File: src/logic/map_pkg.sv
`default_nettype none

package map_pkg;

	// Region codes, top nibble of the address
	localparam logic [3:0] region_ram = 4'h1;
	localparam logic [3:0] region_dma = 4'h9;

	// DMA register index, address bits 3 to 2
	localparam logic [1:0] dma_reg_src   = 2'd0;
	localparam logic [1:0] dma_reg_dst   = 2'd1;
	localparam logic [1:0] dma_reg_count = 2'd2;
	localparam logic [1:0] dma_reg_ctrl  = 2'd3;

	// Control word bits
	localparam int unsigned ctrl_start_bit = 0;
	localparam int unsigned ctrl_busy_bit  = 1;

endpackage

`default_nettype wire

File: src/logic/bus_pkg.sv
`default_nettype none

package bus_pkg;

	// ====================
	// Address word
	// ====================

	// Region in the top nibble, the rest is the offset inside the slave
	typedef struct packed {
		logic [3:0]  region;
		logic [27:0] offset;
	} bus_addr_fields_t;

	typedef union packed {
		logic [31:0]      raw;
		bus_addr_fields_t fields;
	} bus_addr_t;

	// ====================
	// Transfer structs
	// ====================

	typedef struct packed {
		logic        write;
		bus_addr_t   addr;
		logic [31:0] wdata;
	} bus_req_t;

	typedef struct packed {
		logic [31:0] rdata;
	} bus_rsp_t;

endpackage

`default_nettype wire
File: src/logic/bus_decoder.sv
`default_nettype none

module bus_decoder (
	input  wire                 clock,
	input  wire                 i_rst_n,
	input  wire                 i_req,
	input  wire bus_pkg::bus_req_t  i_cmd,
	output logic                o_ack,
	output bus_pkg::bus_rsp_t   o_rsp,
	output logic                o_ram_req,
	input  wire                 i_ram_ack,
	input  wire bus_pkg::bus_rsp_t  i_ram_rsp,
	output logic                o_dma_req,
	input  wire                 i_dma_ack,
	input  wire bus_pkg::bus_rsp_t  i_dma_rsp,
	output bus_pkg::bus_req_t   o_cmd
);

	import map_pkg::*;

	logic sel_ram;
	logic sel_dma;
	logic sel_none;
	logic none_ack;

	assign sel_ram  = i_cmd.addr.fields.region == region_ram;
	assign sel_dma  = i_cmd.addr.fields.region == region_dma;
	assign sel_none = !sel_ram && !sel_dma;

	assign o_ram_req = i_req && sel_ram;
	assign o_dma_req = i_req && sel_dma;
	assign o_cmd     = i_cmd;

	// Unmapped regions answer by themselves
	always_ff @(posedge clock or negedge i_rst_n)
	begin
		if (!i_rst_n)
			none_ack <= 1'b0;
		else
			none_ack <= i_req && sel_none;
	end

	// Only one slave ever saw req, so its ack alone is high.
	// The command may change once req drops, so no region select here.
	assign o_ack = i_ram_ack || i_dma_ack || none_ack;

	always_comb
	begin
		if (i_ram_ack)
			o_rsp = i_ram_rsp;
		else if (i_dma_ack)
			o_rsp = i_dma_rsp;
		else
			o_rsp = '0;
	end

endmodule

`default_nettype wire

File: config.mk
export PLATFORM = sky130hd
export DESIGN_NAME = bus_decoder
export DESIGN_NICKNAME = d
export VERILOG_FILES = /design/src/logic/map_pkg.sv /design/src/logic/bus_pkg.sv /design/src/logic/bus_decoder.sv
export SDC_FILE = /design/constraint.sdc
export NUM_CORES = 1
export LEC_CHECK = 0
export BUFFER_PORTS_ARGS = -buffer_cell sky130_fd_sc_hd__buf_2
export CAP_MARGIN = 0
export CORE_AREA = 4 4 89 91
export DETAILED_ROUTE_END_ITERATION = 6
export DIE_AREA = 0 0 93 95
export SETUP_SLACK_MARGIN = 0.05
export SKIP_CTS_REPAIR_TIMING = 1
export SLEW_MARGIN = 20
export SYNTH_ARGS = -nofsm -noshare
export SYNTH_HDL_FRONTEND = slang
export SYNTH_SLANG_ARGS = --single-unit
File: constraint.sdc
create_clock -name clock -period 0.8 [get_ports clock]
set_input_delay 0.08 -clock clock [delete_from_list [all_inputs] [get_ports clock]]
set_output_delay 0.08 -clock clock [all_outputs]
set_load 0.1 [all_outputs]
Yosys cells after proc, flatten, opt, wreduce, memory -nomap -nowiden
Index checks and enable logic that the tools add are counted.

cells by class
  reductions and logical operators = 8
  eq/ne operators = 2
  mux-type cells = 2

operators by type and width
  operator            number
  $mux 32             2
  $eq 4x1->1 const B  1
  $eq 4x4->1 const B  1
  $logic_and 1x1->1   4
  $logic_not 1->1     2
  $logic_or 1x1->1    2

storage, ports and cells
  output and inout port bits = 100
  word-level logic and storage cells = 13
  register bits = 1
  bits of input ports = 134

Depth between registers and ports, before layout
  word-level depth = 4
  depth in mapped cells = 4
  gate-level depth less buffers = 2

Worst setup path before layout
Ideal clock, no wire load.

  path kind = input to output
  from = input i_ram_ack
  to = output o_rsp[29] (netlist name)
  required time = 720 ps
  arrival time = 1722 ps
  stages on the path = 3
  setup slack = -1002 ps
  path buffers = 2
  cells stage by stage = buf_6 -> buf_2 -> o21ai_1

RTL lines
  what                line               text
  start: declaration  bus_decoder.sv:11  input wire i_ram_ack,
  end: declaration    bus_decoder.sv:9   output bus_pkg::bus_rsp_t o_rsp,

==> flow_metrics.env <==
export IMPL_outcome="finished with violations"
export IMPL_violations="negative setup slack"
export IMPL_drt_pass1_iterations=2
export IMPL_maxSlewHeadroom=0.821
export IMPL_track_usage=0.0887
export IMPL_area_growth_pct=138
export IMPL_initial_utilization=0.127
export IMPL_post_place_ws_ns=-0.313
export IMPL_seq_area_frac_synth=0.0276
export IMPL_synth_top_cells_by_count="buf_4, a22o_1, buf_6, buf_2, nand2_1"
export IMPL_tightest_slew_ns=0.269
export IMPL_via_per_inst=3.71
export IMPL_synth_seq_cells=1
export IMPL_ys_types=13
export IMPL_wire_per_inst_um=17.8
export IMPL_regArea_um2=25.0
export IMPL_largest_reg_flops=1
export IMPL_worstHoldPathType="in2out"
export IMPL_gp_congestion=0.601
export IMPL_async_reset_ff_frac=1.00
export IMPL_yosys_area_top_type="buf_4"
export IMPL_p_per_area_mw_per_mm2=1120
export IMPL_io_buffer_count=111
export IMPL_worstSetupPathType="in2out"
export IMPL_grt_pass1_vias=1034
export IMPL_die_area_mm2=0.00884
export IMPL_max_freq_ghz=0.979
export IMPL_p_leak_nw=1.04
export IMPL_diodes=0
export IMPL_netlist_top_cells_area="buf_4, a22o_1, buf_6, dfrtp_1, buf_2"
export IMPL_fin_nets=306
export IMPL_holdWs_ns=0.160
export IMPL_cp_start_kind="input port"
export IMPL_final_min_clock_period_ns=1.02
export IMPL_core_mm2=0.00714
export IMPL_multi_input_area_um2=636
export IMPL_fillers=743
export IMPL_vias=998
export IMPL_setup_viol=35
export IMPL_drc=0
export IMPL_layout_setup_ws_ns=-0.221
export IMPL_p_sw_mw=1.38
export IMPL_antenna_found_initial=0
export IMPL_num_rows=31
export IMPL_p_int_mw=1.02
export IMPL_switching_share=0.575
export IMPL_drive_gt1_frac=0.976
export IMPL_synth_edf_count=0
export IMPL_largest_register="none_ack"
export IMPL_grt_max_degree=23
export IMPL_syn_avg_cell_area_um2=8.02
export IMPL_io_pins=234
export IMPL_drv_cap=0
export IMPL_routed_wl_mm=4.80
export IMPL_clkPwrFrac=0
export IMPL_seqPwrFrac=0.023
export IMPL_finalCritPeriodShare=1.28
export IMPL_peakVddDrop_mv=0.224
export IMPL_yosys_area_top_type_share=0.539
export IMPL_placedCellCount=264
export IMPL_dp_hpwl_mm=4.26
export IMPL_grt_setup_unrepaired="true"
export IMPL_tns_ns=-6.61
export IMPL_post_synth_instance_area_um2=906
export IMPL_hold_violations=0
export IMPL_antenna_left=0
export IMPL_yosysWarnings=0
export IMPL_comb_power_share=0.977
export IMPL_synth_cells=113
export IMPL_gr_total_overflow=0
export IMPL_slew_violations=0
export IMPL_worstPathRequired_ns=0.72
export IMPL_synth_most_common_cell="buf_4"
export IMPL_crit_fanout=6
export IMPL_die_w_um=93
export IMPL_instances_no_fill=269
export IMPL_grt_pass1_wl_mm=6.18
export IMPL_reg_top3="none_ack x1"
export IMPL_crit_path_end_kind="output pin"
export IMPL_die_height_um=95
export IMPL_syn_num_nets=247
export IMPL_synth_main_ff_cell="dfrtp_1"
export IMPL_drtIter0Drc=5
export IMPL_cp_arrival_ns=0.94
==> metrics by stage <==
step,utilization,power [mW],instance area [µm²]
final,0.302,2.40,2150
after global routing,0.302,2.47,2150
after CTS,0.285,2.36,2030
after detailed placement,0.285,2.35,2030
after global placement,0.285,2.34,2030
after floorplan,-,2.91,1220
==> layout by cell type (no fill, tap or decap), drive strengths merged, types with 2 or more instances in the layout <==
| cell | Yosys | layout |
|---|---|---|
| buf | 72 | 127 |
| a22o | 31 | 31 |
| nand2 | 2 | 2 |
| nor2b | 2 | 2 |
==> power groups by stage <==
stage | Combinational [mW] | Clock, mW | Sequential (mW)
after floorplan | 2.85 | 0 | 0.0553
after global placement | 2.28 | 0 | 0.0559
after detailed placement | 2.30 | 0 | 0.0555
after CTS | 2.30 | 0 | 0.0555
after global routing | 2.41 | 0 | 0.0558
final | 2.35 | 0 | 0.0554
==> layout make-up <==
class | count | share of cell area
Multi-Input combinational cell | 40 | 0.295
Tap cell | 99 | 0.0575
Sequential cell | 1 | 0.0116
Timing Repair Buffer | 129 | 0.636
==> final timing paths <==
path                           start                 end  slack (ns)  cells after the start
setup / recovery           i_ram_ack            o_rsp[0]       -0.22                      5
min in group asynchronous    i_rst_n  none_ack$_DFF_PN0_        0.40                      2
max in group asynchronous    i_rst_n  none_ack$_DFF_PN0_        0.31                      2
hold / removal              i_cmd[0]            o_cmd[0]        0.16                      0
==> worst max-delay path, cell delays in order <==
cell       delay [ns]
buf_12           0.11
nor2b_4          0.24
clkbuf_16        0.21
a22o_4           0.12
buf_12           0.16
==> routing by layer <==
| layer | GRT usage | up-vias | routed length [µm] |
|---|---|---|---|
| met1 | 0.0801 | 430 | 1260 |
| met4 | 0.0256 | 0 | 123 |
| li1 | - | 450 | - |
| met3 | 0.0502 | 20 | 881 |
| met5 | 0 | - | 0 |
| met2 | 0.169 | 98 | 2540 |
==> cells by family after synthesis <==
| kind of cell | synth area share |
|---|---|
| buf+inv | 0.605 |
| simple gates | 0.0622 |
| flops | 0.0276 |
| compound gates | 0.305 |
(Power assumes the default switching activity.)
