File: config.mk
export PLATFORM = sky130hd
export DESIGN_NAME = dma_engine
export DESIGN_NICKNAME = d
export VERILOG_FILES = /design/src/logic/map_pkg.sv /design/src/logic/bus_pkg.sv /design/src/logic/dma_engine.sv
export SDC_FILE = /design/constraint.sdc
export NUM_CORES = 1
export LEC_CHECK = 0
export BUFFER_PORTS_ARGS = -buffer_cell sky130_fd_sc_hd__buf_2
export CORE_MARGIN = 2
export CORE_UTILIZATION = 50
export DETAILED_ROUTE_END_ITERATION = 12
export PLACE_DENSITY = 0.75
export SLEW_MARGIN = 20
export SYNTH_ARGS = -nofsm -noshare
export SYNTH_HDL_FRONTEND = slang
export SYNTH_SLANG_ARGS = --single-unit
File: constraint.sdc
create_clock -name clock -period 4.7 [get_ports clock]
set_clock_uncertainty 0.15 [all_clocks]
set_input_delay 0.235 -clock clock [delete_from_list [all_inputs] [get_ports clock]]
set_output_delay 0.235 -clock clock [all_outputs]
set_load 0.005 [all_outputs]
File: src/logic/map_pkg.sv
`default_nettype none

package map_pkg;

	// Region codes, top nibble of the address
	localparam logic [3:0] region_ram = 4'h1;
	localparam logic [3:0] region_dma = 4'h9;

	// DMA register index, address bits 3 to 2
	localparam logic [1:0] dma_reg_src   = 2'd0;
	localparam logic [1:0] dma_reg_dst   = 2'd1;
	localparam logic [1:0] dma_reg_count = 2'd2;
	localparam logic [1:0] dma_reg_ctrl  = 2'd3;

	// Control word bits
	localparam int unsigned ctrl_start_bit = 0;
	localparam int unsigned ctrl_busy_bit  = 1;

endpackage

`default_nettype wire

File: src/logic/bus_pkg.sv
`default_nettype none

package bus_pkg;

	// ====================
	// Address word
	// ====================

	// Region in the top nibble, the rest is the offset inside the slave
	typedef struct packed {
		logic [3:0]  region;
		logic [27:0] offset;
	} bus_addr_fields_t;

	typedef union packed {
		logic [31:0]      raw;
		bus_addr_fields_t fields;
	} bus_addr_t;

	// ====================
	// Transfer structs
	// ====================

	typedef struct packed {
		logic        write;
		bus_addr_t   addr;
		logic [31:0] wdata;
	} bus_req_t;

	typedef struct packed {
		logic [31:0] rdata;
	} bus_rsp_t;

endpackage

`default_nettype wire
File: src/logic/dma_engine.sv
`default_nettype none

module dma_engine (
	input  wire                 clock,
	input  wire                 i_rst_n,
	input  wire                 i_reg_req,
	input  wire bus_pkg::bus_req_t  i_reg_cmd,
	output logic                o_reg_ack,
	output bus_pkg::bus_rsp_t   o_reg_rsp,
	output logic                o_bus_req,
	output bus_pkg::bus_req_t   o_bus_cmd,
	input  wire                 i_bus_ack,
	input  wire bus_pkg::bus_rsp_t  i_bus_rsp
);

	import map_pkg::*;

	typedef enum logic [2:0] {
		ST_IDLE,
		ST_RD_REQ,
		ST_RD_END,
		ST_WR_REQ,
		ST_WR_END
	} dma_state_t;

	dma_state_t  state;
	logic [31:0] src;
	logic [31:0] dst;
	logic [31:0] count;
	logic        busy;
	logic [31:0] copy_data;
	logic [31:0] ctrl_word;
	logic [1:0]  reg_idx;
	logic        reg_start;

	assign reg_idx   = i_reg_cmd.addr.raw[3:2];
	assign reg_start = i_reg_req && !o_reg_ack;

	always_comb
	begin
		ctrl_word = '0;
		ctrl_word[ctrl_busy_bit] = busy;
	end

	// ====================
	// Registers and copy FSM
	// ====================

	always_ff @(posedge clock or negedge i_rst_n)
	begin
		if (!i_rst_n)
		begin
			o_reg_ack <= 1'b0;
			src       <= '0;
			dst       <= '0;
			count     <= '0;
			busy      <= 1'b0;
			state     <= ST_IDLE;
			o_bus_req <= 1'b0;
		end
		else
		begin
			o_reg_ack <= i_reg_req;

			// Setup locked while a copy runs
			if (reg_start && i_reg_cmd.write && !busy)
			begin
				case (reg_idx)
					dma_reg_src:   src   <= i_reg_cmd.wdata;
					dma_reg_dst:   dst   <= i_reg_cmd.wdata;
					dma_reg_count: count <= i_reg_cmd.wdata;
					dma_reg_ctrl:
						if (i_reg_cmd.wdata[ctrl_start_bit] && count != '0)
							busy <= 1'b1;
					default: ;
				endcase
			end

			case (state)
				ST_IDLE:
					if (busy)
					begin
						o_bus_req <= 1'b1;
						state     <= ST_RD_REQ;
					end
				ST_RD_REQ:
					if (i_bus_ack)
					begin
						o_bus_req <= 1'b0;
						state     <= ST_RD_END;
					end
				ST_RD_END:
					if (!i_bus_ack)
					begin
						o_bus_req <= 1'b1;
						state     <= ST_WR_REQ;
					end
				ST_WR_REQ:
					if (i_bus_ack)
					begin
						o_bus_req <= 1'b0;
						state     <= ST_WR_END;
					end
				ST_WR_END:
					if (!i_bus_ack)
					begin
						src   <= src + 32'd4;
						dst   <= dst + 32'd4;
						count <= count - 32'd1;
						// Last word done
						if (count == 32'd1)
						begin
							busy  <= 1'b0;
							state <= ST_IDLE;
						end
						else
						begin
							o_bus_req <= 1'b1;
							state     <= ST_RD_REQ;
						end
					end
				default:
					state <= ST_IDLE;
			endcase
		end
	end

	// Word in flight between read and write
	always_ff @(posedge clock)
	begin
		if (state == ST_RD_REQ && i_bus_ack)
			copy_data <= i_bus_rsp.rdata;
	end

	// Register read data, valid with ack
	always_ff @(posedge clock)
	begin
		if (reg_start && !i_reg_cmd.write)
		begin
			case (reg_idx)
				dma_reg_src:   o_reg_rsp.rdata <= src;
				dma_reg_dst:   o_reg_rsp.rdata <= dst;
				dma_reg_count: o_reg_rsp.rdata <= count;
				default:       o_reg_rsp.rdata <= ctrl_word;
			endcase
		end
	end

	always_comb
	begin
		o_bus_cmd.write    = (state == ST_WR_REQ) || (state == ST_WR_END);
		o_bus_cmd.addr.raw = o_bus_cmd.write ? dst : src;
		o_bus_cmd.wdata    = copy_data;
	end

endmodule

`default_nettype wire

---- Yosys cells after proc, flatten, opt, wreduce, memory -nomap -nowiden ----
Index checks and enable logic that the tools add are counted.
word-level totals
  flip-flop bits (word level) ............. 166
  input bits .............................. 101
  output and inout port bits .............. 99
  word-level logic and storage cells ...... 77
operators by class
  add/subtract/negate cells ............... 3
  equality and inequality tests ........... 15
  muxes and demuxes ....................... 33
  reductions and logical operators ........ 17
operator list
  kind                                                                      number
  32-bit 2-to-1 mux                                                         13
  32-bit one-hot mux with 3 select lines                                    1
  32-bit by 3-bit adder with 32-bit output (second input constant)          2
  32-bit by 1-bit equality test with 1-bit output (second input constant)   1
  32-bit nonzero test                                                       1
  32-bit by 1-bit subtractor with 32-bit output (second input constant)     1
  3-bit 2-to-1 mux                                                          5
  3-bit one-hot mux with 5 select lines                                     1
  1-bit 2-to-1 mux                                                          12
  2-bit inequality test (second input constant)                             6
  3-bit by 2-bit equality test with 1-bit output (second input constant)    2
  1-bit logical AND                                                         6
  6-bit AND reduction                                                       1
  5-bit AND reduction                                                       1
  2-bit equality test (second input constant)                               2
  1-bit one-hot mux with 4 select lines                                     1
  4-bit nonzero test                                                        1
  3-bit by 1-bit equality test with 1-bit output (second input constant)    1
  3-bit equality test (second input constant)                               1
  1-bit zero test                                                           3
  3-bit zero test                                                           1
  2-bit by 1-bit equality test with 1-bit output (second input constant)    1
  2-bit zero test                                                           1
  2-bit by 1-bit inequality test with 1-bit output (second input constant)  1
  other kinds (2)                                                           2

---- Longest topological paths before layout ----
Gate-level depths: netlist of run 1.
  depth after elaboration ................. 8
  gate-level depth with buffers ........... 9
  depth with buffers taken out ............ 7

---- Least setup slack after synthesis of run 1 ----
Ideal clock, no wire load.
  kind .................................... register to register
  start point ............................. register state[2]
  end point ............................... register copy_data[0] (enable)
  library setup time ...................... 0.461 ns
  data arrival time ....................... 2.836 ns
  data required time ...................... 4.089 ns
  path slack .............................. 1.253 ns
  stages on the path, launching flop included .. 3
  buffers on the path ..................... 1
  period minus slack after synthesis ...... 3.447 ns
  cell sequence ........................... dfrtp_1 -> clkbuf_1 -> nor3_1
on the way
  cells in the longest elaborated chain, start to end .. 2
ends and longest elaborated chain
  item                                            RTL line           text
  start, declared                                 dma_engine.sv:26   dma_state_t state;
  start signal, assigned                          dma_engine.sv:58   state <= ST_IDLE;
  start signal, assigned                          dma_engine.sv:84   state <= ST_RD_REQ;
  start signal, assigned                          dma_engine.sv:90   state <= ST_RD_END;
  3-bit by 1-bit equality test with 1-bit output  dma_engine.sv:131  if (state == ST_RD_REQ && i_bus_ack)
  1-bit logical AND                               dma_engine.sv:131
  end signal, assigned                            dma_engine.sv:132  copy_data <= i_bus_rsp.rdata;
  end, declared                                   dma_engine.sv:31   logic [31:0] copy_data;
Every way passes these cells.
A chain may end at the register's enable or synchronous reset.

---- Worst setup path after layout of run 1 ----
  start point ............................. register state[2]
  end point ............................... register dst[26]
on the way
  cells in the longest elaborated chain, start to end .. 2
ends and longest elaborated chain
  item                  RTL line           text
  3-bit equality test   dma_engine.sv:79   case (state)
  32-bit 2-to-1 mux     dma_engine.sv:79
  end signal, assigned  dma_engine.sv:70   dma_reg_dst: dst <= i_reg_cmd.wdata;
  end signal, assigned  dma_engine.sv:108  dst <= dst + 32'd4;
  end, declared         dma_engine.sv:28   logic [31:0] dst;
Every way passes these cells.

==> flow_metrics.py, run 1 <==
metrics = {
    "clock_tree": {
        "cts_resized": 0,
        "h-tree-depth": 4,
        "cts_tree": "yes",
        "insertion_delay_ns": 0.43,
        "clockBufferDepth": 2,
        "clk_pin_slew_worst_paths_ns": 0.07,
        "cts-root-buf": "clkbuf_16",
        "cts-buffers-inserted": 17,
        "clock_sinks": 166,
    },
    "synth": {
        "yosysWarningCount": 0,
        "ys_seq_elements": 166,
        "netlist_area_sq_mm": 0.00897,
        "seq_area_frac_synth_pct": 49.9,
        "avgSynthCellArea_sq_um": 9.80,
        "synth_edf_count": 64,
        "netlist-cell-type-count": 66,
        "synthTopCellsByArea": "dfrtp_1 (28%), edfxtp_1 (21%), nand2_1 (4.5%)",
        "synth_top_flop_cell": "dfrtp_1",
        "synth_fp_nets": 1020,
        "async_flop_share_pct": 61.4,
        "netlist.area_leader.share_pct": 28.5,
        "synth_top_area_cell": "dfrtp_1",
        "synth_cells": 915,
        "synth_most_common_cell": "nand2_1",
        "synthTopCellsByCount": "nand2_1 (108), dfrtp_1 (102), nor2_1 (83)",
    },
    "worst_setup_path": {
        "cpLargestDelayFamily": "simple AND/OR/NAND/NOR gates",
        "critPathArrivalTime_ns": 3.67,
        "rr_endpoint": "dst[26]$_DFF_PN0_",
        "cp.required_ns": 4.92,
        "critPathMaxStageDelay_ns": 1.01,
        "path_class": "reg2reg",
        "cpMaxStageDelayCell": "or4b_2",
        "reg2reg_slack_ns": 1.25,
        "path_buf_inv": 1,
        "end_kind": "flop",
        "r2r-start": "state[2]$_DFFE_PN0P_",
        "reg2regPathDepth": 6,
        "worst_setup_path_start_kind": "flop",
        "path_cells": "or4b_2 -> nor3_1 -> buf_4 -> nand3_1 -> mux2i_1 -> o21a_1",
        "critPathMaxFanout": 32,
    },
    "place": {
        "gp_congestion": 0.920,
        "port_buffers": 169,
        "dp_hpwl_mm": 19.8,
    },
    "grt": {
        "grtUsageTotal_pct": 32.5,
        "antenna_found_initial": 0,
        "grt_pass1_wl_mm": 46.3,
        "grt_max_degree": 76,
        "grt-ovfl-total": 0,
        "grt_pass1_vias": 8327,
    },
    "job": {
        "cap_violations": 0,
    },
    "drt": {
        "vias": 8928,
        "ant_nets": 0,
        "drt_iter0_markers": 1384,
        "wire_per_inst_microns": 22.1,
        "drt_pass1_iterations": 6,
        "wirelength_mm": 30.4,
        "vias_per_cell": 6.50,
        "drc_errors": 0,
    },
    "pwr": {
        "ir_drop_mv": 0.299,
        "powerDensity_mw_per_mm2": 499,
        "p_total_mw": 5.66,
        "cellLeakagePower_nw": 4.52,
    },
    "sta": {
        "hold_viol": 0,
        "setup_violations": 0,
        "period_minus_slack_ns": 3.45,
        "post-route-period-util_pct": 73.3,
        "max_freq_ghz": 0.290,
        "final.setup.tns_ns": 0,
        "hold_ws_ns": 0.0183,
        "slew_viol_final": 0,
        "rsz0062_at_grt": "no",
        "slew-limit-headroom_pct": 22.1,
        "tightestPinTransition_ns": 1.16,
    },
    "floorplanning": {
        "initial_core_util_pct": 51.5,
        "io_pins": 200,
        "coreArea_sq_mm": 0.0174,
        "row_count": 48,
        "chipHeight_microns": 138,
        "die-width_microns": 138,
        "die_area_sq_mm": 0.0190,
    },
    "status": {
        "outcome": "finished clean",
    },
    "worst_hold_path": {
        "hp-class": "in2reg",
        "min_to": "count[2]$_DFF_PN0_",
        "whs_path_depth": 3,
        "hold_start": "i_reg_cmd[2]",
    },
    "cells_and_area": {
        "n_antenna_cell": 0,
        "fin_nets": 1241,
        "layout-drive-gt1-share_pct": 25.4,
        "area_growth_pct": 26.5,
    },
}
stage by stage:
stage / cells / area, sq um / worst slack [ns] / utilization, %
after floorplan: 915 / 8970 / 1.25 / -
after global placement: 1276 / 10100 / 1.40 / 58.0
after detailed placement: 1276 / 10100 / 1.41 / 58.0
after CTS: 1373 / 11300 / 1.38 / 64.9
after global routing: 1374 / 11300 / 1.19 / 65.1
final: 1374 / 11300 / 1.25 / 65.1
sequential cells by signal, summed over array words and instances (netlist names):
signal     cells
o_reg_rsp     32
busy           1
o_reg_ack      1
copy_data     32
dst           32
src           32
state          3
o_bus_req      1
count         32
tightest hold or removal path, stage by stage:
cell	delay [ns]
buf_2	0.13
o21ai_0	0.15
a21oi_1	0.04
cell type report:
cell class                 count  area, sq um
fill                        1357         6070
sequential                   166         4470
multi-input combinational    678         4270
timing repair buffer         257         1700
clock buffer                  17          425
tap                          225          282
clock inverter                15          128
inverter                      16         60.1
where the power goes:
group          switching (mW)  total [mW]  internal [mW]
Combinational           0.886        1.74          0.857
Sequential              0.621        2.57           1.94
Clock                   0.617        1.35          0.730
Total                    2.12        5.66           3.53
kinds of logic after synthesis:
family / share of synthesized area (%)
simple gates: 20.5
compound gates: 17.6
flops: 49.9
buf+inv: 3.10
mux: 7.91
xor+xnor: 0.391
fa+ha+maj: 0.558
worst max-delay path by stage:
stage	depth (start not counted)	slack (ns)	endpoint	from
global placement	6	1.40	dst[26]$_DFF_PN0_	state[2]$_DFFE_PN0P_
floorplan	2	1.25	copy_data[0]$_DFFE_PP_	state[2]$_DFFE_PN0P_
global route	6	1.19	dst[26]$_DFF_PN0_	state[2]$_DFFE_PN0P_
finish	6	1.25	dst[26]$_DFF_PN0_	state[2]$_DFFE_PN0P_
detailed placement	6	1.41	dst[26]$_DFF_PN0_	state[2]$_DFFE_PN0P_
CTS	6	1.38	dst[26]$_DFF_PN0_	state[2]$_DFFE_PN0P_
what timing repair did:
item / in CTS / in global routing
endpoints found under the hold margin: 167 / 0
setup buffers: 0 / 0
hold buffers: 65 / 0
cells in the final DEF (no fill, tap or decap), types with 5 or more instances in the layout:
| cell | instances |
|---|---|
| dfrtp_1 | 102 |
| inv_6 | 5 |
| o221a_2 | 14 |
| buf_4 | 22 |
| nand2_1 | 108 |
| a311oi_1 | 12 |
| mux2_2 | 29 |
| a31oi_1 | 5 |
| mux2i_1 | 36 |
| edfxtp_1 | 64 |
| and4_1 | 8 |
| nand4_1 | 29 |
| o21ai_0 | 68 |
| and3_1 | 11 |
| a21oi_1 | 50 |
| a211oi_1 | 19 |
| o22ai_1 | 17 |
| clkbuf_16 | 17 |
| and2_1 | 8 |
| nor4_1 | 13 |
| a221o_1 | 6 |
| buf_2 | 168 |
| o211ai_1 | 5 |
| nand3_1 | 32 |
| dlygate4sd3_1 | 65 |
| inv_1 | 16 |
| nor3_1 | 36 |
| nor2_1 | 82 |
per-layer routing:
metal  wire, microns  global-route usage, %  part of all wire (%)  vias to the layer above
met1           11700                   44.5                    38                     4290
met4            1220                   15.8                   4.0                        0
met5               0                      0                     0                        -
met2           14100                   49.3                    46                      621
met3            3340                   6.76                    11                       92
li1                -                      -                     -                     3925
No activity file was read; power rests on OpenSTA's default activity.
==> run 2, diff against run 1 <==
--- a/config.mk
+++ b/config.mk
@@ -5,11 +5,12 @@
 export SDC_FILE = /design/constraint.sdc
 export NUM_CORES = 1
 export LEC_CHECK = 0
+export ABC_AREA = 1
 export BUFFER_PORTS_ARGS = -buffer_cell sky130_fd_sc_hd__buf_2
 export CORE_MARGIN = 2
 export CORE_UTILIZATION = 50
 export DETAILED_ROUTE_END_ITERATION = 12
-export PLACE_DENSITY = 0.75
+export PLACE_DENSITY = 0.74
 export SLEW_MARGIN = 20
 export SYNTH_ARGS = -nofsm -noshare
 export SYNTH_HDL_FRONTEND = slang
==> constraint.sdc (replaced) <==
create_clock -name clock -period 3.35 [get_ports clock]
set_clock_uncertainty 0.15 [all_clocks]
set_input_delay 0.1675 -clock clock [delete_from_list [all_inputs] [get_ports clock]]
set_output_delay 0.1675 -clock clock [all_outputs]
set_load 0.005 [all_outputs]
==> flow_metrics.py, run 2 <==
metrics = {
    "status": {
        "outcome": "complete, but fails checks",
        "violations": "negative hold slack",
    },
    "floorplanning": {
        "row_count": 51,
        "io_pins": 200,
        "die-width_microns": 145,
        "coreArea_sq_mm": 0.0195,
        "initial_core_util_pct": 51.2,
        "chipHeight_microns": 145,
        "die_area_sq_mm": 0.0211,
    },
    "cells_and_area": {
        "final_common_cell": "nand2_1",
        "n_antenna_cell": 0,
        "layout-drive-gt1-share_pct": 18.0,
        "area_growth_pct": 23.0,
        "final_cell_mix": "nand2_1 (283), buf_2 (168), inv_1 (164)",
        "fin_area_sq_mm": 0.0123,
        "fin_nets": 1638,
    },
    "synth": {
        "netlist_area_sq_mm": 0.00999,
        "synth_top_area_cell": "dfrtp_1",
        "synth_edf_count": 64,
        "synth_cells": 1318,
        "avgSynthCellArea_sq_um": 7.58,
        "netlist-cell-type-count": 45,
        "async_flop_share_pct": 61.4,
        "synthTopCellsByCount": "nand2_1 (284), inv_1 (164), o21ai_0 (129)",
        "yosysWarningCount": 0,
        "netlist.area_leader.share_pct": 25.5,
        "synthTopCellsByArea": "dfrtp_1 (26%), edfxtp_1 (19%), nand2_1 (11%)",
        "synth_top_flop_cell": "dfrtp_1",
        "seq_area_frac_synth_pct": 44.8,
        "synth_most_common_cell": "nand2_1",
        "synth_fp_nets": 1423,
        "ys_seq_elements": 166,
    },
    "worst_hold_path": {
        "hp-class": "in2reg",
    },
    "place": {
        "gp_congestion": 0.955,
        "dpl_cell_area_sq_mm": 0.0110,
        "place_ws_ns": 1.11,
        "port_buffers": 169,
        "dp_hpwl_mm": 21.8,
    },
    "grt": {
        "grt_pass1_wl_mm": 49.6,
        "grtUsageMet1_pct": 40.8,
        "antenna_found_initial": 1,
        "grtUsageTotal_pct": 29.8,
        "grt-ovfl-total": 0,
        "use_met2_pct": 47.6,
        "top_usage_layer": "met2",
        "grt_util_met3_pct": 7.02,
        "grt_pass1_vias": 9277,
        "grt_max_degree": 74,
    },
    "sta": {
        "period_minus_slack_ns": 2.70,
        "tightestPinTransition_ns": 0.917,
        "setup_violations": 0,
        "hold_ws_ns": -0.0132,
        "slew-limit-headroom_pct": 38.7,
        "post-route-period-util_pct": 80.6,
        "hold_viol": 13,
        "fin_ws_ns": 0.648,
        "max_freq_ghz": 0.370,
        "rsz0062_at_grt": "no",
        "slew_viol_final": 0,
        "final.setup.tns_ns": 0,
    },
    "worst_setup_path": {
        "critPathMaxStageDelay_ns": 0.60,
        "worst_setup_path_start_kind": "flop",
        "end_kind": "output port",
        "critPathMaxFanout": 38,
        "critPathArrivalTime_ns": 2.38,
        "crit_path_frequent_cell": "nand2_1",
        "cp.required_ns": 3.03,
        "cpLargestDelayFamily": "simple AND/OR/NAND/NOR gates",
        "cpMaxStageDelayCell": "nand2_2",
        "path_buf_inv": 2,
        "path_class": "reg2out",
        "path_cells": "nor2_1 -> nand2_1 -> nand2_2 -> buf_4 -> nand2_1 -> o21ai_0 -> buf_2",
    },
    "drt": {
        "ant_nets": 0,
        "vias": 10100,
        "drt_iter0_markers": 1120,
        "drc_errors": 0,
        "wirelength_mm": 31.6,
        "vias_per_cell": 5.58,
        "wire_per_inst_microns": 17.5,
        "drt_pass1_iterations": 5,
    },
    "clock_tree": {
        "clockBufferDepth": 2,
        "cts_tree": "yes",
        "h-tree-depth": 4,
        "clk_pin_slew_worst_paths_ns": 0.07,
        "cts-buffers-inserted": 17,
        "cts-root-buf": "clkbuf_16",
        "cts_setup_buffers": 0,
        "insertion_delay_ns": 0.44,
        "clock_sinks": 166,
    },
    "pwr": {
        "cellLeakagePower_nw": 5.44,
        "ir_drop_mv": 0.547,
        "powerDensity_mw_per_mm2": 697,
    },
    "job": {
        "cap_violations": 0,
    },
}
[run 2: cell types whose count changed in the layout (fill, tap and decap cells not counted), sizes merged, moves of 16 or more]
cell	delta
nand3	+30
mux2	-28
nor3	-26
inv	+160
nor2	+71
nand2	+188
o221ai	+31
a211oi	-16
a21oi	+63
o21ai	+126
mux2i	-36
nand4	-16
[run 2: layer usage]
metal	wire length [microns]	part of all wire, %
met1	13100	41
met2	14700	47
met3	3050	9.6
met4	754	2.4
met5	43	0.14
[run 2: layout make-up]
type                            instances  area [sq um]
Clock inverter                         15           184
Multi-Input combinational cell        925          4580
Timing Repair Buffer                  249          1640
Tap cell                              265           332
Fill cell                            1690          7240
Sequential cell                       166          4470
Clock buffer                           17           425
Inverter                              174           653
[run 2: repair_timing]
action,CTS,global route
endpoints found under the setup margin,0,0
resized for setup,0,0
endpoints found under the hold margin,129,0
hold buffers,65,0
[run 2: metrics by stage]
step,utilization (%),total power [mW],cells
after floorplan,-,5.33,1318
after global placement,56.3,6.32,1713
after detailed placement,56.3,6.43,1713
after CTS,62.8,8.50,1810
after global routing,62.9,9.11,1811
final,62.9,8.56,1811
[run 2: power by group]
part           switching [mW]  leakage, nW  internal (mW)  total, mW
logic                    2.00         3.36           1.18       3.18
clock network           0.996        0.296           1.01       2.01
registers               0.663         1.79           2.71       3.37
[run 2: worst paths after layout]
kind / start / to / slack (ns) / cells after the start
max: state[2]$_DFFE_PN0P_ / o_bus_cmd[42] / 0.65 / 7
min: i_reg_cmd[64] / o_reg_rsp[1]$_DFFE_PP_ / -0.01 / 2
max reg2reg: state[1]$_DFFE_PN0P_ / src[11]$_DFF_PN0_ / 1.06 / 9
min reg2reg: o_bus_req$_DFFE_PN0P_ / o_bus_req$_DFFE_PN0P_ / 0.33 / 2
max in group asynchronous: i_rst_n / count[17]$_DFF_PN0_ / 2.10 / 3
min in group asynchronous: i_rst_n / dst[2]$_DFF_PN0_ / 0.12 / 2
[run 2: logic make-up after synthesis]
kind of cell / share of synthesized area, %
simple gates: 24.4
fa+ha+maj: 0.501
xor+xnor: 0.438
flops: 44.8
compound gates: 20.2
buf+inv: 9.59
mux: 0.113
