<file path="src/logic/bus_pkg.sv">
`default_nettype none

package bus_pkg;

	// ====================
	// Address word
	// ====================

	// Region in the top nibble, the rest is the offset inside the slave
	typedef struct packed {
		logic [3:0]  region;
		logic [27:0] offset;
	} bus_addr_fields_t;

	typedef union packed {
		logic [31:0]      raw;
		bus_addr_fields_t fields;
	} bus_addr_t;

	// ====================
	// Transfer structs
	// ====================

	typedef struct packed {
		logic        write;
		bus_addr_t   addr;
		logic [31:0] wdata;
	} bus_req_t;

	typedef struct packed {
		logic [31:0] rdata;
	} bus_rsp_t;

endpackage

`default_nettype wire
</file>
<file path="src/logic/bus_arbiter.sv">
`default_nettype none

module bus_arbiter (
	input  wire                 clock,
	input  wire                 i_rst_n,
	input  wire                 i_a_req,
	input  wire bus_pkg::bus_addr_t i_a_addr,
	output logic                o_a_ack,
	output bus_pkg::bus_rsp_t   o_a_rsp,
	input  wire                 i_b_req,
	input  wire bus_pkg::bus_req_t  i_b_cmd,
	output logic                o_b_ack,
	output bus_pkg::bus_rsp_t   o_b_rsp,
	input  wire                 i_c_req,
	input  wire bus_pkg::bus_req_t  i_c_cmd,
	output logic                o_c_ack,
	output bus_pkg::bus_rsp_t   o_c_rsp,
	output logic                o_bus_req,
	output bus_pkg::bus_req_t   o_bus_cmd,
	input  wire                 i_bus_ack,
	input  wire bus_pkg::bus_rsp_t  i_bus_rsp
);

	import bus_pkg::*;

	logic [2:0] reqs;
	logic [2:0] grant;
	logic [2:0] pick;
	logic [1:0] last;
	logic       bus_idle;
	bus_req_t   a_cmd;

	assign reqs = {i_c_req, i_b_req, i_a_req};
	assign bus_idle = !o_bus_req && !i_bus_ack;

	// Next requester after the last winner, order a, b, c
	always_comb
	begin
		case (last)
			2'd0:    pick = reqs[1] ? 3'b010 : reqs[2] ? 3'b100 : reqs[0] ? 3'b001 : 3'b000;
			2'd1:    pick = reqs[2] ? 3'b100 : reqs[0] ? 3'b001 : reqs[1] ? 3'b010 : 3'b000;
			default: pick = reqs[0] ? 3'b001 : reqs[1] ? 3'b010 : reqs[2] ? 3'b100 : 3'b000;
		endcase
	end

	always_ff @(posedge clock or negedge i_rst_n)
	begin
		if (!i_rst_n)
		begin
			grant     <= 3'b000;
			last      <= 2'd2;
			o_bus_req <= 1'b0;
		end
		else
		begin
			if (grant == 3'b000)
			begin
				if (bus_idle && pick != 3'b000)
				begin
					grant <= pick;
					last  <= pick[1] ? 2'd1 : pick[2] ? 2'd2 : 2'd0;
				end
			end
			// Owner has dropped req on both sides, its ack falls now
			// A new grant still waits for an idle bus
			else if (!(|(grant & reqs)) && !o_bus_req)
				grant <= 3'b000;

			// Downstream req follows the owner one cycle late
			o_bus_req <= |(grant & reqs);
		end
	end

	// Fetch port is always a read
	always_comb
	begin
		a_cmd.write = 1'b0;
		a_cmd.addr  = i_a_addr;
		a_cmd.wdata = '0;
	end

	always_comb
	begin
		case (grant)
			3'b010:  o_bus_cmd = i_b_cmd;
			3'b100:  o_bus_cmd = i_c_cmd;
			default: o_bus_cmd = a_cmd;
		endcase
	end

	// ====================
	// Return path
	// ====================

	assign o_a_ack = grant[0] && i_bus_ack;
	assign o_b_ack = grant[1] && i_bus_ack;
	assign o_c_ack = grant[2] && i_bus_ack;

	assign o_a_rsp = grant[0] ? i_bus_rsp : '0;
	assign o_b_rsp = grant[1] ? i_bus_rsp : '0;
	assign o_c_rsp = grant[2] ? i_bus_rsp : '0;

endmodule

`default_nettype wire

</file>
<file path="config.mk">
export PLATFORM = sky130hd
export DESIGN_NAME = bus_arbiter
export DESIGN_NICKNAME = d
export VERILOG_FILES = /design/src/logic/bus_pkg.sv /design/src/logic/bus_arbiter.sv
export SDC_FILE = /design/constraint.sdc
export NUM_CORES = 1
export LEC_CHECK = 0
export BUFFER_PORTS_ARGS = -buffer_cell sky130_fd_sc_hd__buf_2
export CAP_MARGIN = 10
export CORE_AREA = 2 2 143 145
export DETAILED_ROUTE_END_ITERATION = 8
export DIE_AREA = 0 0 145 147
export GPL_TIMING_DRIVEN = 0
export PLACE_DENSITY = 0.45
export SETUP_SLACK_MARGIN = 0.1
export SLEW_MARGIN = 20
export SYNTH_ARGS = -nofsm -noshare
export SYNTH_HDL_FRONTEND = slang
export SYNTH_SLANG_ARGS = --single-unit
</file>
<file path="constraint.sdc">
create_clock -name clock -period 1.5 [get_ports clock]
set_input_delay 0.3 -clock clock [delete_from_list [all_inputs] [get_ports clock]]
set_output_delay 0.3 -clock clock [all_outputs]
set_load 0.01 [all_outputs]
</file>
After elaboration in Yosys (flattened, before gate mapping)
Cells that the tools add are included.

word-level totals
  logic and storage cells = 43
  output and inout port bits = 165
  input port bits = 200
  flip-flop bits (word level) = 6

cells by class
  eq/ne operators = 4
  bitwise logic cells = 1
  reductions and logical operators = 16
  mux-type cells = 19

operator list
  cell                                                 number
  one-hot mux 65 bit (2 select lines)                  1
  2-to-1 mux 32 bit                                    3
  2-to-1 mux 3 bit                                     9
  2-to-1 mux 2 bit                                     4
  logical AND 1 bit                                    6
  one-hot mux 3 bit (2 select lines)                   1
  AND reduction 2 bit                                  2
  AND 3 bit                                            1
  equality test 3 x 2 -> 1 bit, second input constant  1
  equality test 3 bit, second input constant           1
  logical NOT 1 bit                                    3
  logical NOT 3 bit                                    1
  nonzero test 3 bit                                   1
  OR reduction 3 bit                                   1
  equality test 2 x 1 -> 1 bit, second input constant  1
  logical NOT 2 bit                                    1
  != test 2 x 1 -> 1 bit, second input constant        1
  nonzero test 2 bit                                   1
  2-to-1 mux 1 bit                                     1

Logic depth before layout (Yosys ltp)
Gate-level depths: netlist of run 1.

  word-level depth = 8
  depth in mapped cells = 6
  gate-level depth less buffers = 3

Worst setup path before layout of run 1
Ideal clock, no wire load.

  path kind = register -> output
  from = register grant[0]
  to = output o_bus_cmd[32] (netlist name)
  setup slack = -0.092 ns
  cell stages (with the launch flop) = 7
  data required time = 1.200 ns
  data arrival time = 1.292 ns
  path buffers = 3
  cells stage by stage = dfrtp_1 > buf_2 > nor3b_2 > buf_4 > buf_4 > a22o_1 > a21o_1

RTL lines
  what                    RTL line           text
  start, declared         bus_arbiter.sv:27  logic [2:0] grant;
  start signal, assigned  bus_arbiter.sv:60  grant <= pick;
  end, declared           bus_arbiter.sv:19  output bus_pkg::bus_req_t o_bus_cmd,

==> summary.md, run 1 <==
| Metric | Value |
|---|---|
| Status | `complete, but fails checks` |
| Failing checks | `setup timing` |
| Clock Sinks | `6` |
| Clock root buffer | `clkbuf_16` |
| Area Growth Syn to Fin | `192.8%` |
| Vias in the first global route | `3,613` |
| Fmax | `around 490 MHz` |
| GRT overflow | `0` |
| RD Place Congestion | `0.8033` |
| Die H | `147 um` |
| Max-cap viol count | `0` |
| DR vias | `3,623` |
| Drt first pass iters | `5` |
| Post-synth top area cell | `and2_1` |
| Sequential Power Share | `0.030` |
| Starting Density | `0.09678` |
| Slew @ Worst Pin | `around 0.36 ns` |
| Post-Syn Nets | `between 400 and 500` |
| Number of library cell types mapped by synthesis | `24` |
| Final setup viols | `around 160` |
| Cts bufs inserted | `3` |
| DR WL/cell | `17.02 um` |
| DRC | `0` |
| Final Max Tran Viols | `0` |
| Final setup margin | `-0.5451 ns` |
| Internal power | `5724 uW` |
| Fin Clk Skew | `0.001332 ns` |
| Max clock buf depth | `2` |
| Total Nets Final | `around 850` |
| Crit Path Class | `flop to output pin` |
| Fill count | `roughly 2,200` |
| Clock power frac | `0.044` |
| Number of synthesized flops with an enable pin | `0` |
| Clk Latency, worst-skew pair | `roughly 0.23 ns` |
| P_leak | `between 0.003 and 0.004 uW` |
| Cells after Synth | `around 260` |
| Gr usage total | `0.1267` |
| Psw | `between 4000 and 5000 uW` |
| Min cycle time layout | `roughly 2.0 ns` |
| Num rows | `52` |
| PortBufs | `364` |
| Required time worst endpoint | `1.20 ns` |
| Setup_tns | `-38.68 ns` |
| WL final | `about 16,000 um` |
| Synth Cell Area | `0.001921 mm2` |
| Die area | `~0.021 mm2` |
| TritonCTS clock tree | `done` |
| Vias/cell | `~3.9` |
| Top-level I/O count | `around 370` |
| Final Cycle Share | `1.363` |
| FF+latch count, synth | `6` |
| Share of cells above drive strength 1 | `0.7688` |
| H-tree depth | `1` |
| DR iter-0 viols | `roughly 120` |
| Combinational share of power | `0.926` |
| Antenna Nets Post-Route | `0` |
| YS warnings | `0` |
| Commonest non-fill, non-tap cells in the layout | `281 x buf_2, 99 x buf_6, 71 x and2_4` |
| Pin count of the biggest net entering global routing | `12` |
| Core area | `slightly below 0.02 mm2` |
| Final Power | `~10000 uW` |
| Hpwl dp | `between 10,000 and 15,000 um` |
| Hold WC Path Type | `input port to flop` |
| Area share of the largest cell type after synthesis | `0.3225` |
| Ys flop type | `dfrtp_1` |
| Hold Fails Final Rpt | `0` |
| VDD IR max | `a little under 0.9 mV` |
| RSZ-0062 raised after global routing | `yes` |
| Placed cells | `between 800 and 900` |
| Seq/Total Area, Yosys | `0.07883` |
| CP Capture Type | `output pin` |
| Die Wd | `roughly 150 um` |
| Max_slew headroom | `0.7607` |
| Pwr dens | `~1800 mW/mm2` |
| Syn_area_per_cell | `7.502 um2` |
| Clk slew on worst S/H paths | `roughly 0.030 ns` |
| Critical Path Fanout Max | `7` |
| Non-Filler Instances | `925` |
| Arr. time, crit path | `1.75 ns` |
| Share of flip-flops with an asynchronous set or reset | `1.000` |
| First-pass GRT wire length | `21,510 um` |
| Switching power share of the total | `0.4254` |
| Critical Path Source Type | `flop` |
| Largest cells by area after synthesis | `and2_1 32%, a22o_1 30%, a21o_1 13%` |
| Initial antenna violation count | `2` |
| Commonest non-fill, non-tap cell in the layout | `buf_2` |
[power groups by stage]
stage / clock [uW] / sequential [uW] / combinational (uW)
3_3_place_gp: 0 / 300 / 6290
6_report: 438 / 294 / 9230
3_5_place_dp: 0 / 299 / 6240
5_1_grt: 460 / 302 / 9760
2_1_floorplan: 0 / 290 / 3540
4_1_cts: 446 / 291 / 8060
[final timing paths]
| kind | startpoint | endpoint | slack (ns) | depth (start not counted) |
|---|---|---|---|---|
| max in group asynchronous | i_rst_n | last[1] | 0.84 | 2 |
| worst min-delay path | i_c_req | last[1] | 0.39 | 2 |
| worst max register to register | grant[2] | last[0] | -0.14 | 5 |
| min in group asynchronous | i_rst_n | grant[2] | 0.43 | 2 |
| worst max-delay path | grant[0] | o_bus_cmd[59] | -0.55 | 8 |
| worst min register to register | last[0] | last[0] | 0.66 | 2 |
[repair_timing]
action                                 CTS  global route
cloned                                   9             8
resized for setup                      128           130
hold buffers                             1             0
pin swaps                               23            22
setup buffers                           10             1
endpoints found under the hold margin    5             0
setup endpoints to repair              160           170
[cell families after synthesis]
group	count (synthesis)	share of synthesized area
AOI/OAI and AO/OA	109	0.4743
DFF	6	0.07883
buffers and inverters	31	0.08404
and+or+nand+nor	110	0.3629
[state kept, by name, summed over array words and instances (netlist names)]
register   cells
grant          3
last           2
o_bus_req      1
[synthesized netlist by cell type (2+ instances only)]
cell type  count
nor2_1         3
a21o_1        33
and2_1        99
clkbuf_1      10
dfrtp_1        5
a22o_1        65
a31o_1         2
inv_1          2
a32o_1         3
buf_4          6
nor2b_1        2
buf_2         12
nor3b_2        2
o31a_1         2
[metrics by stage]
stage | utilization | hold WS (ns) | cell area [um2] | worst slack [ns]
after global routing | 0.2833 | 0.4117 | 5622 | -0.6216
after detailed placement | 0.2086 | 0.1305 | 4140 | -0.6107
after floorplan | - | 0.004409 | 1981 | -0.04008
after global placement | 0.2086 | 0.1327 | 4140 | -0.5791
after CTS | 0.2490 | 0.3891 | 4941 | -0.5589
final | 0.2834 | 0.3942 | 5624 | -0.5451
[critical path: stages (launching register included)]
cell and delay (ns):
dfrtp_1 0.38, buf_6 0.12, nor3b_4 0.18, buf_6 0.17, buf_12 0.15, clkbuf_16 0.14
a22o_1 0.13, a21o_1 0.12, buf_6 0.11
[routing by layer]
metal / wire length, um / vias up / part of all wire / global-route usage
met4: 253 / 0 / 0.016 / 0.02327
li1: - / 1740 / - / -
met3: 986 / 10 / 0.063 / 0.02764
met1: 6495 / 1687 / 0.41 / 0.1613
met2: 8003 / 186 / 0.51 / 0.2219
met5: 0 / - / 0 / 0
[final cells by class]
| cell class | count | area (um2) | area share |
|---|---|---|---|
| Antenna cell | 2 | 5.005 | 0.0008899 |
| Tap cell | 270 | 337.8 | 0.06007 |
| Timing Repair Buffer | 393 | 2798 | 0.4974 |
| Buffer | 29 | 435.4 | 0.07742 |
| Inverter | 2 | 7.507 | 0.001335 |
| Clock buffer | 4 | 78.83 | 0.01402 |
| Multi-Input combinational cell | 219 | 1810 | 0.3219 |
| Sequential cell | 6 | 151.4 | 0.02692 |
(Power assumes the default switching activity.)
==> run 2: changes to the inputs <==
--- a/config.mk
+++ b/config.mk
@@ -5,7 +5,7 @@
 export SDC_FILE = /design/constraint.sdc
 export NUM_CORES = 1
 export LEC_CHECK = 0
-export BUFFER_PORTS_ARGS = -buffer_cell sky130_fd_sc_hd__buf_2
+export BUFFER_PORTS_ARGS = -buffer_cell sky130_fd_sc_hd__buf_4
 export CAP_MARGIN = 10
 export CORE_AREA = 2 2 143 145
 export DETAILED_ROUTE_END_ITERATION = 8
==> run 2 against run 1 <==
Against the previous run:
- the flow still finishes with violations (setup timing)
- fmax decreased by 0.24%
- die area unchanged
- register-to-register slack got worse by 0.16 ns
- combinational power increased by 2.4%
- hold slack got worse by 0.036 ns
- core utilization increased by 2.0 points
- flip-flop and latch count unchanged
- worst setup slack got worse by 0.0049 ns
- global-route usage increased by 1.5 points
- critical path depth unchanged
- largest cell class unchanged
- largest power group unchanged
==> summary.md, run 2 (synthesized netlist as in run 1, its figures left out) <==
| Metric | Value |
|---|---|
| Bufs and invs on worst path | `5 (unchanged)` |
| Pin count of the biggest net entering global routing | `12 (unchanged)` |
| PortBufs | `364 (unchanged)` |
| GRT overflow | `0 (unchanged)` |
| Die Wd | `145 um (unchanged)` |
| DR WL/cell | `17.64 um (+3.7%)` |
| Critical Path Fanout Max | `10 (+3)` |
| Worst path top cell family by delay | `buffers and inverters` |
| Crit path top cell by count | `buf_6` |
| First-pass GRT wire length | `23,730 um (+10%)` |
| Fmax | `487.8 MHz (-0.24%)` |
| Area Growth Syn to Fin | `213.3%` |
| WL met3 | `1177 um (+19%)` |
| Diodes inserted | `0 (-2)` |
| Fill count | `2,169 (-0.14%)` |
| Cells on worst reg2reg path | `7 (+2)` |
| Min-Delay Path Depth | `2 (unchanged)` |
| Number of flip-flops in the largest register | `3 (unchanged)` |
| Total Nets Final | `855 (+0.12%)` |
| Vias in the first global route | `3,801 (+5.2%)` |
| Cts bufs inserted | `3 (unchanged)` |
| Hold_ws | `0.3580 ns (-0.03625 ns)` |
| VDD IR max | `0.5298 mV (-40%)` |
| Required time worst endpoint | `1.20 ns (about the same)` |
| WL final | `16,300 um (+3.6%)` |
| Share of cells above drive strength 1 | `0.7018 (-0.06692)` |
| Final setup viols | `160 (-2.4%)` |
| Top-level I/O count | `365 (unchanged)` |
| Clk Latency, worst-skew pair | `0.23 ns (about the same)` |
| Commonest non-fill, non-tap cell in the layout | `buf_4` |
| Max-cap viol count | `0 (unchanged)` |
| R2R Setup Slk | `-0.30 ns (-0.16 ns)` |
| Die area | `0.02132 mm2 (unchanged)` |
| DR vias | `3,602 (-0.58%)` |
| Min cycle time layout | `2.050 ns (+0.004926 ns)` |
| Hold WC Path Type | `input port to flop` |
| Pwr dens | `1693 mW/mm2 (-4.4%)` |
| Biggest regs | `grant (3), last (2), o_bus_req (1)` |
| Final Cycle Share | `1.367 (+0.003284)` |
| DRC | `0 (unchanged)` |
| H-tree depth | `1 (unchanged)` |
| Fin Clk Skew | `0.001326 ns (-0.000006500 ns)` |
| CP cell instances | `buf_6, nor3b_4, buf_6, buf_12, buf_8, a22o_1, a21o_1, buf_6` |
| Crit-path max cell delay | `0.38 ns (about the same)` |
| Core area | `0.01984 mm2 (unchanged)` |
| Crit-path slowest cell | `dfrtp_1` |
| Starting Density | `0.09678 (unchanged)` |
| Most flops, register | `grant` |
| Hold Path Sink | `last[1]` |
| Clk slew on worst S/H paths | `0.03 ns (about the same)` |
| Clock root buffer | `clkbuf_16` |
| Critical Path Source Type | `flop` |
| Hold path startpoint | `i_c_req` |
| Hold Fails Final Rpt | `0 (unchanged)` |
| Final Power | `10,190 uW (+2.3%)` |
| CP Capture Type | `output pin` |
| RR Startpoint | `grant[2]` |
| Status | `complete, but fails checks` |
| Drt first pass iters | `4 (-1)` |
| Final setup margin | `-0.5500 ns (-0.004926 ns)` |
| Arr. time, crit path | `1.75 ns (about the same)` |
| M1 WL | `6644 um (+2.3%)` |
| Max_slew headroom | `0.7357 (-0.02495)` |
| DP Worst Slack | `-0.5797 ns (+0.03101 ns)` |
| Final Max Tran Viols | `0 (unchanged)` |
| RSZ-0062 raised after global routing | `yes` |
| Die H | `147 um (unchanged)` |
| Num rows | `52 (unchanged)` |
| FF-to-FF End | `last[0]` |
| Clock Sinks | `6 (unchanged)` |
| Hpwl dp | `12,820 um (+6.1%)` |
| Crit Path Class | `flop to output pin` |
| RD Place Congestion | `0.7900 (-1.7%)` |
| Metal2 WL | `8157 um (+1.9%)` |
| TritonCTS clock tree | `done` |
| Failing checks | `setup timing` |
| Initial antenna violation count | `1 (-1)` |
| Antenna Nets Post-Route | `0 (unchanged)` |
| Slew @ Worst Pin | `0.3964 ns (+0.03743 ns)` |
| Commonest non-fill, non-tap cells in the layout | `326 x buf_4, 73 x and2_1, 69 x buf_6` |
| DR iter-0 viols | `142 (+15%)` |
| Gr usage total | `0.1416 (+0.01488)` |
| Top routing layer in use | `met4` |
| Max clock buf depth | `2 (unchanged)` |
| P_leak | `0.003280 uW (+2.9%)` |
| Vias/cell | `3.898 (-0.47%)` |
## run 2: timing repair
item                       4_1_cts  5_1_grt
hold buffers                     1        0
gates resized for setup        102       55
pin swaps                       32        5
buffers inserted                15        3
hold endpoints to repair         5        0
setup endpoints to repair      160      170
cloned                          10        2
## run 2: power by group
group | switching [uW] | total (uW) | internal [uW]
Clock | 91.8 | 445 | 353
Combinational | 4070 | 9450 | 5370
Sequential | 58.1 | 295 | 236
Total | 4220 | 10200 | 5960
## run 2: layer usage
metal  GRT usage  up-vias
met3     0.03230       18
met2      0.2488      179
met1      0.1765     1674
met4     0.03168        0
li1            -     1731
met5           0        -
## run 2: final cells by class
class                   count  area [um2]  share of cell area
inverters                   2       7.507            0.001248
plain buffers              29       420.4             0.06987
multi-input cells         219        1697              0.2820
well taps                 270       337.8             0.05614
flip-flops and latches      6       151.4             0.02516
clock buffers               4       78.83             0.01310
repair buffers            394        3324              0.5525
## run 2: worst max path at each step
stage	start	endpoint	slack, ns	depth (start not counted)
6_report	grant[1]	o_bus_cmd[59]	-0.55	8
5_1_grt	grant[0]	o_bus_cmd[57]	-0.65	7
4_1_cts	grant[0]	o_bus_cmd[57]	-0.56	7
3_5_place_dp	grant[0]	o_bus_cmd[37]	-0.58	6
3_3_place_gp	grant[0]	o_bus_cmd[37]	-0.56	6
2_1_floorplan	grant[0]	o_bus_cmd[32]	-0.04	6
## run 2: metrics by stage
stage / instance area [um2] / cells / utilization / TNS [ns]
4_1_cts: 5811 / 920 / 0.2928 / -44.98
5_1_grt: 6017 / 924 / 0.3032 / -59.25
6_report: 6017 / 924 / 0.3032 / -49.06
3_5_place_dp: 5051 / 890 / 0.2545 / -30.27
3_3_place_gp: 5051 / 890 / 0.2545 / -30.46
2_1_floorplan: 1981 / 256 / - / -1.023
==> run 3: changes to the inputs <==
==> constraint.sdc (replaced) <==
create_clock -name clock -period 1.7 [get_ports clock]
set_input_delay 0.34 -clock clock [delete_from_list [all_inputs] [get_ports clock]]
set_output_delay 0.34 -clock clock [all_outputs]
set_load 0.01 [all_outputs]
==> run 3 against run 2 <==
Against the previous run:
- the run still ends with setup timing left
- largest power group unchanged
- clock skew is 0.00075 ns higher
- worst setup slack better by 0.048 ns
- core utilization is 3.8 points higher
- total power is 0.22% higher
- sequential share of layout area is 0.28 points lower
- cell count is 1.1% higher
- hold slack better by 0.029 ns
==> summary.md, run 3 (synthesized netlist as in run 1, its figures left out) <==
| Metric | Value |
|---|---|
| TritonCTS clock tree | `done` |
| Cts bufs inserted | `3 (unchanged)` |
| Sequential Power Share | `0.026 (-0.003)` |
| Switching power share of the total | `0.3909 (-0.02375)` |
| Most flops, register | `grant` |
| Core area | `0.01984 mm2 (unchanged)` |
| Hold WC Path Type | `input port to flop` |
| Die Wd | `145 um (unchanged)` |
| Utilization after layout | `0.3407 (+0.03752)` |
| Area Growth Syn to Fin | `252.1%` |
| Die H | `147 um (unchanged)` |
| GRT overflow | `0 (unchanged)` |
| Internal power | `6217 uW (+4.3%)` |
| Bufs and invs on worst path | `6 (+1)` |
| DR vias | `3,710 (+3.0%)` |
| Cells on worst reg2reg path | `8 (+1)` |
| Share of cells above drive strength 1 | `0.8117 (+0.1099)` |
| Crit-path max cell delay | `0.40 ns (+0.02 ns)` |
| VDD IR max | `0.8169 mV (+54%)` |
| Hpwl dp | `12,810 um (about the same)` |
| CP Capture Type | `output pin` |
| Clock Sinks | `6 (unchanged)` |
| Hold Fails Final Rpt | `0 (unchanged)` |
| Max_slew headroom | `0.7512 (+0.01547)` |
| DR iter-0 viols | `109 (-23%)` |
| Top-level I/O count | `365 (unchanged)` |
| DP Worst Slack | `-0.5631 ns (+0.01660 ns)` |
| CP cell instances | `buf_6, nor3b_4, buf_6, buf_8, buf_12, buf_8, a22o_1, a21o_1, buf_6` |
| RSZ-0062 raised after global routing | `yes` |
| Critical Path Fanout Max | `5 (-5)` |
| Critical Path Source Type | `flop` |
| First-pass GRT wire length | `23,810 um (+0.32%)` |
| Slew @ Worst Pin | `0.3732 ns (-0.02321 ns)` |
| Pwr dens | `1510 mW/mm2 (-11%)` |
| Num rows | `52 (unchanged)` |
| DP Area | `0.004999 mm2 (-1.0%)` |
| Cell count along the critical path | `9 (+1)` |
| Max clock buf depth | `2 (unchanged)` |
| Final setup margin | `-0.5020 ns (+0.04803 ns)` |
| Combinational share of power | `0.934 (+0.007)` |
| Clk Latency, worst-skew pair | `0.23 ns (about the same)` |
| Vias/cell | `3.972 (+1.9%)` |
| Crit Path Class | `flop to output pin` |
| Clock power frac | `0.040 (-0.004)` |
| Number of flip-flops in the largest register | `3 (unchanged)` |
| Crit-path slowest cell | `dfrtp_1` |
| Final Max Tran Viols | `0 (unchanged)` |
| Final Cycle Share | `1.295` |
| Min-Delay Path Depth | `2 (unchanged)` |
| RD Place Congestion | `0.7165 (-9.3%)` |
| Fin area | `0.006761 mm2 (+12%)` |
| Vias in the first global route | `3,845 (+1.2%)` |
| Arr. time, crit path | `1.86 ns (+0.11 ns)` |
| Antenna Nets Post-Route | `0 (unchanged)` |
| Psw | `3990 uW (-5.5%)` |
| P_leak | `0.003557 uW (+8.4%)` |
| Biggest regs | `grant (3), last (2), o_bus_req (1)` |
| Hold_ws | `0.3874 ns (+0.02945 ns)` |
| R2R Setup Slk | `-0.27 ns (+0.03 ns)` |
| Commonest non-fill, non-tap cells in the layout | `237 x buf_4, 155 x buf_6, 94 x and2_4` |
| DR WL/cell | `18.41 um (+4.3%)` |
| Failing checks | `setup timing` |
| Min cycle time layout | `around 2.2 ns` |
| Fmax | `454.1 MHz` |
| Crit path top cell by count | `buf_6` |
| H-tree depth | `1 (unchanged)` |
| Die area | `0.02132 mm2 (unchanged)` |
| Clock root buffer | `clkbuf_16` |
| Max-cap viol count | `0 (unchanged)` |
| Fin Clk Skew | `0.002071 ns (+0.0007450 ns)` |
| Total Nets Final | `865 (+1.2%)` |
| DRC | `0 (unchanged)` |
| Diodes inserted | `0 (unchanged)` |
| Status | `complete, but fails checks` |
| Hold path startpoint | `i_c_req` |
| Worst path top cell family by delay | `buffers and inverters` |
| Non-Filler Instances | `934 (+1.1%)` |
| Starting Density | `0.09678 (unchanged)` |
| PortBufs | `364 (unchanged)` |
| Required time worst endpoint | `1.36 ns (+0.16 ns)` |
| Clk slew on worst S/H paths | `0.04 ns (about the same)` |
| Crit path from | `grant[0]` |
| Initial antenna violation count | `0 (-1)` |
| Commonest non-fill, non-tap cell in the layout | `buf_4` |
| Gr usage total | `0.1426 (+0.001072)` |
| Pin count of the biggest net entering global routing | `11 (-1)` |
| WL final | `17,200 um (+5.5%)` |
| Drt first pass iters | `4 (unchanged)` |
| RR Startpoint | `grant[1]` |
| Final setup viols | `163 (+1.9%)` |
| Placed cells | `890 (unchanged)` |
## run 3: changes by cell type in the layout (fill, tap and decap cells not counted)
cell	change
clkbuf_16	+3
or2_2	-1
and2_1	-68
buf_12	+5
buf_4	-89
buf_6	+86
clkbuf_8	-5
or2_4	+1
buf_2	-1
a22o_1	-2
buf_16	-1
and2_4	+68
buf_8	+12
a22o_4	+2
## run 3: layout make-up
cell class,count,area (um2)
Inverter,2,7.507
Timing Repair Buffer,405,3835
Buffer,28,464.2
Fill cell,2141,13080
Tap cell,270,337.8
Sequential cell,6,151.4
Multi-Input combinational cell,219,1887
Clock buffer,4,78.83
## run 3: routing by layer
metal,vias to the layer above,wire length (um),share of wire,GRT usage
met4,0,108,0.0063,0.01386
met2,209,9040,0.53,0.2662
met1,1734,6656,0.39,0.1670
li1,1756,-,-,-
met5,-,0,0,0
met3,11,1389,0.081,0.04161
## run 3: per-stage QoR
stage	power, uW	TNS, ns
6_report	10210	-39.69
5_1_grt	10750	-47.48
4_1_cts	9092	-31.43
3_5_place_dp	6557	-24.60
3_3_place_gp	6612	-24.10
2_1_floorplan	3251	0
## run 3: path summary, 6_finish.rpt
path / end
setup / recovery: o_bus_cmd[41]
hold / removal: last[1]
setup reg to reg: grant[2]
hold reg to reg: last[0]
max in group asynchronous: last[1]
min in group asynchronous: grant[2]
## run 3: repair_timing
action                                 in CTS  in global routing
gates resized for setup                   212                147
setup endpoints to repair                 155                167
buffers inserted                           14                 13
gates cloned                                9                  6
hold buffers                                1                  0
pin swaps                                  10                 42
endpoints found under the hold margin       5                  0
## run 3: power groups by stage
stage                     clock network, uW  registers [uW]  logic (uW)
after floorplan                           0             246        3000
after global placement                    0             255        6360
after detailed placement                  0             255        6300
after CTS                               411             261        8420
after global routing                    419             275       10100
final                                   408             267        9530
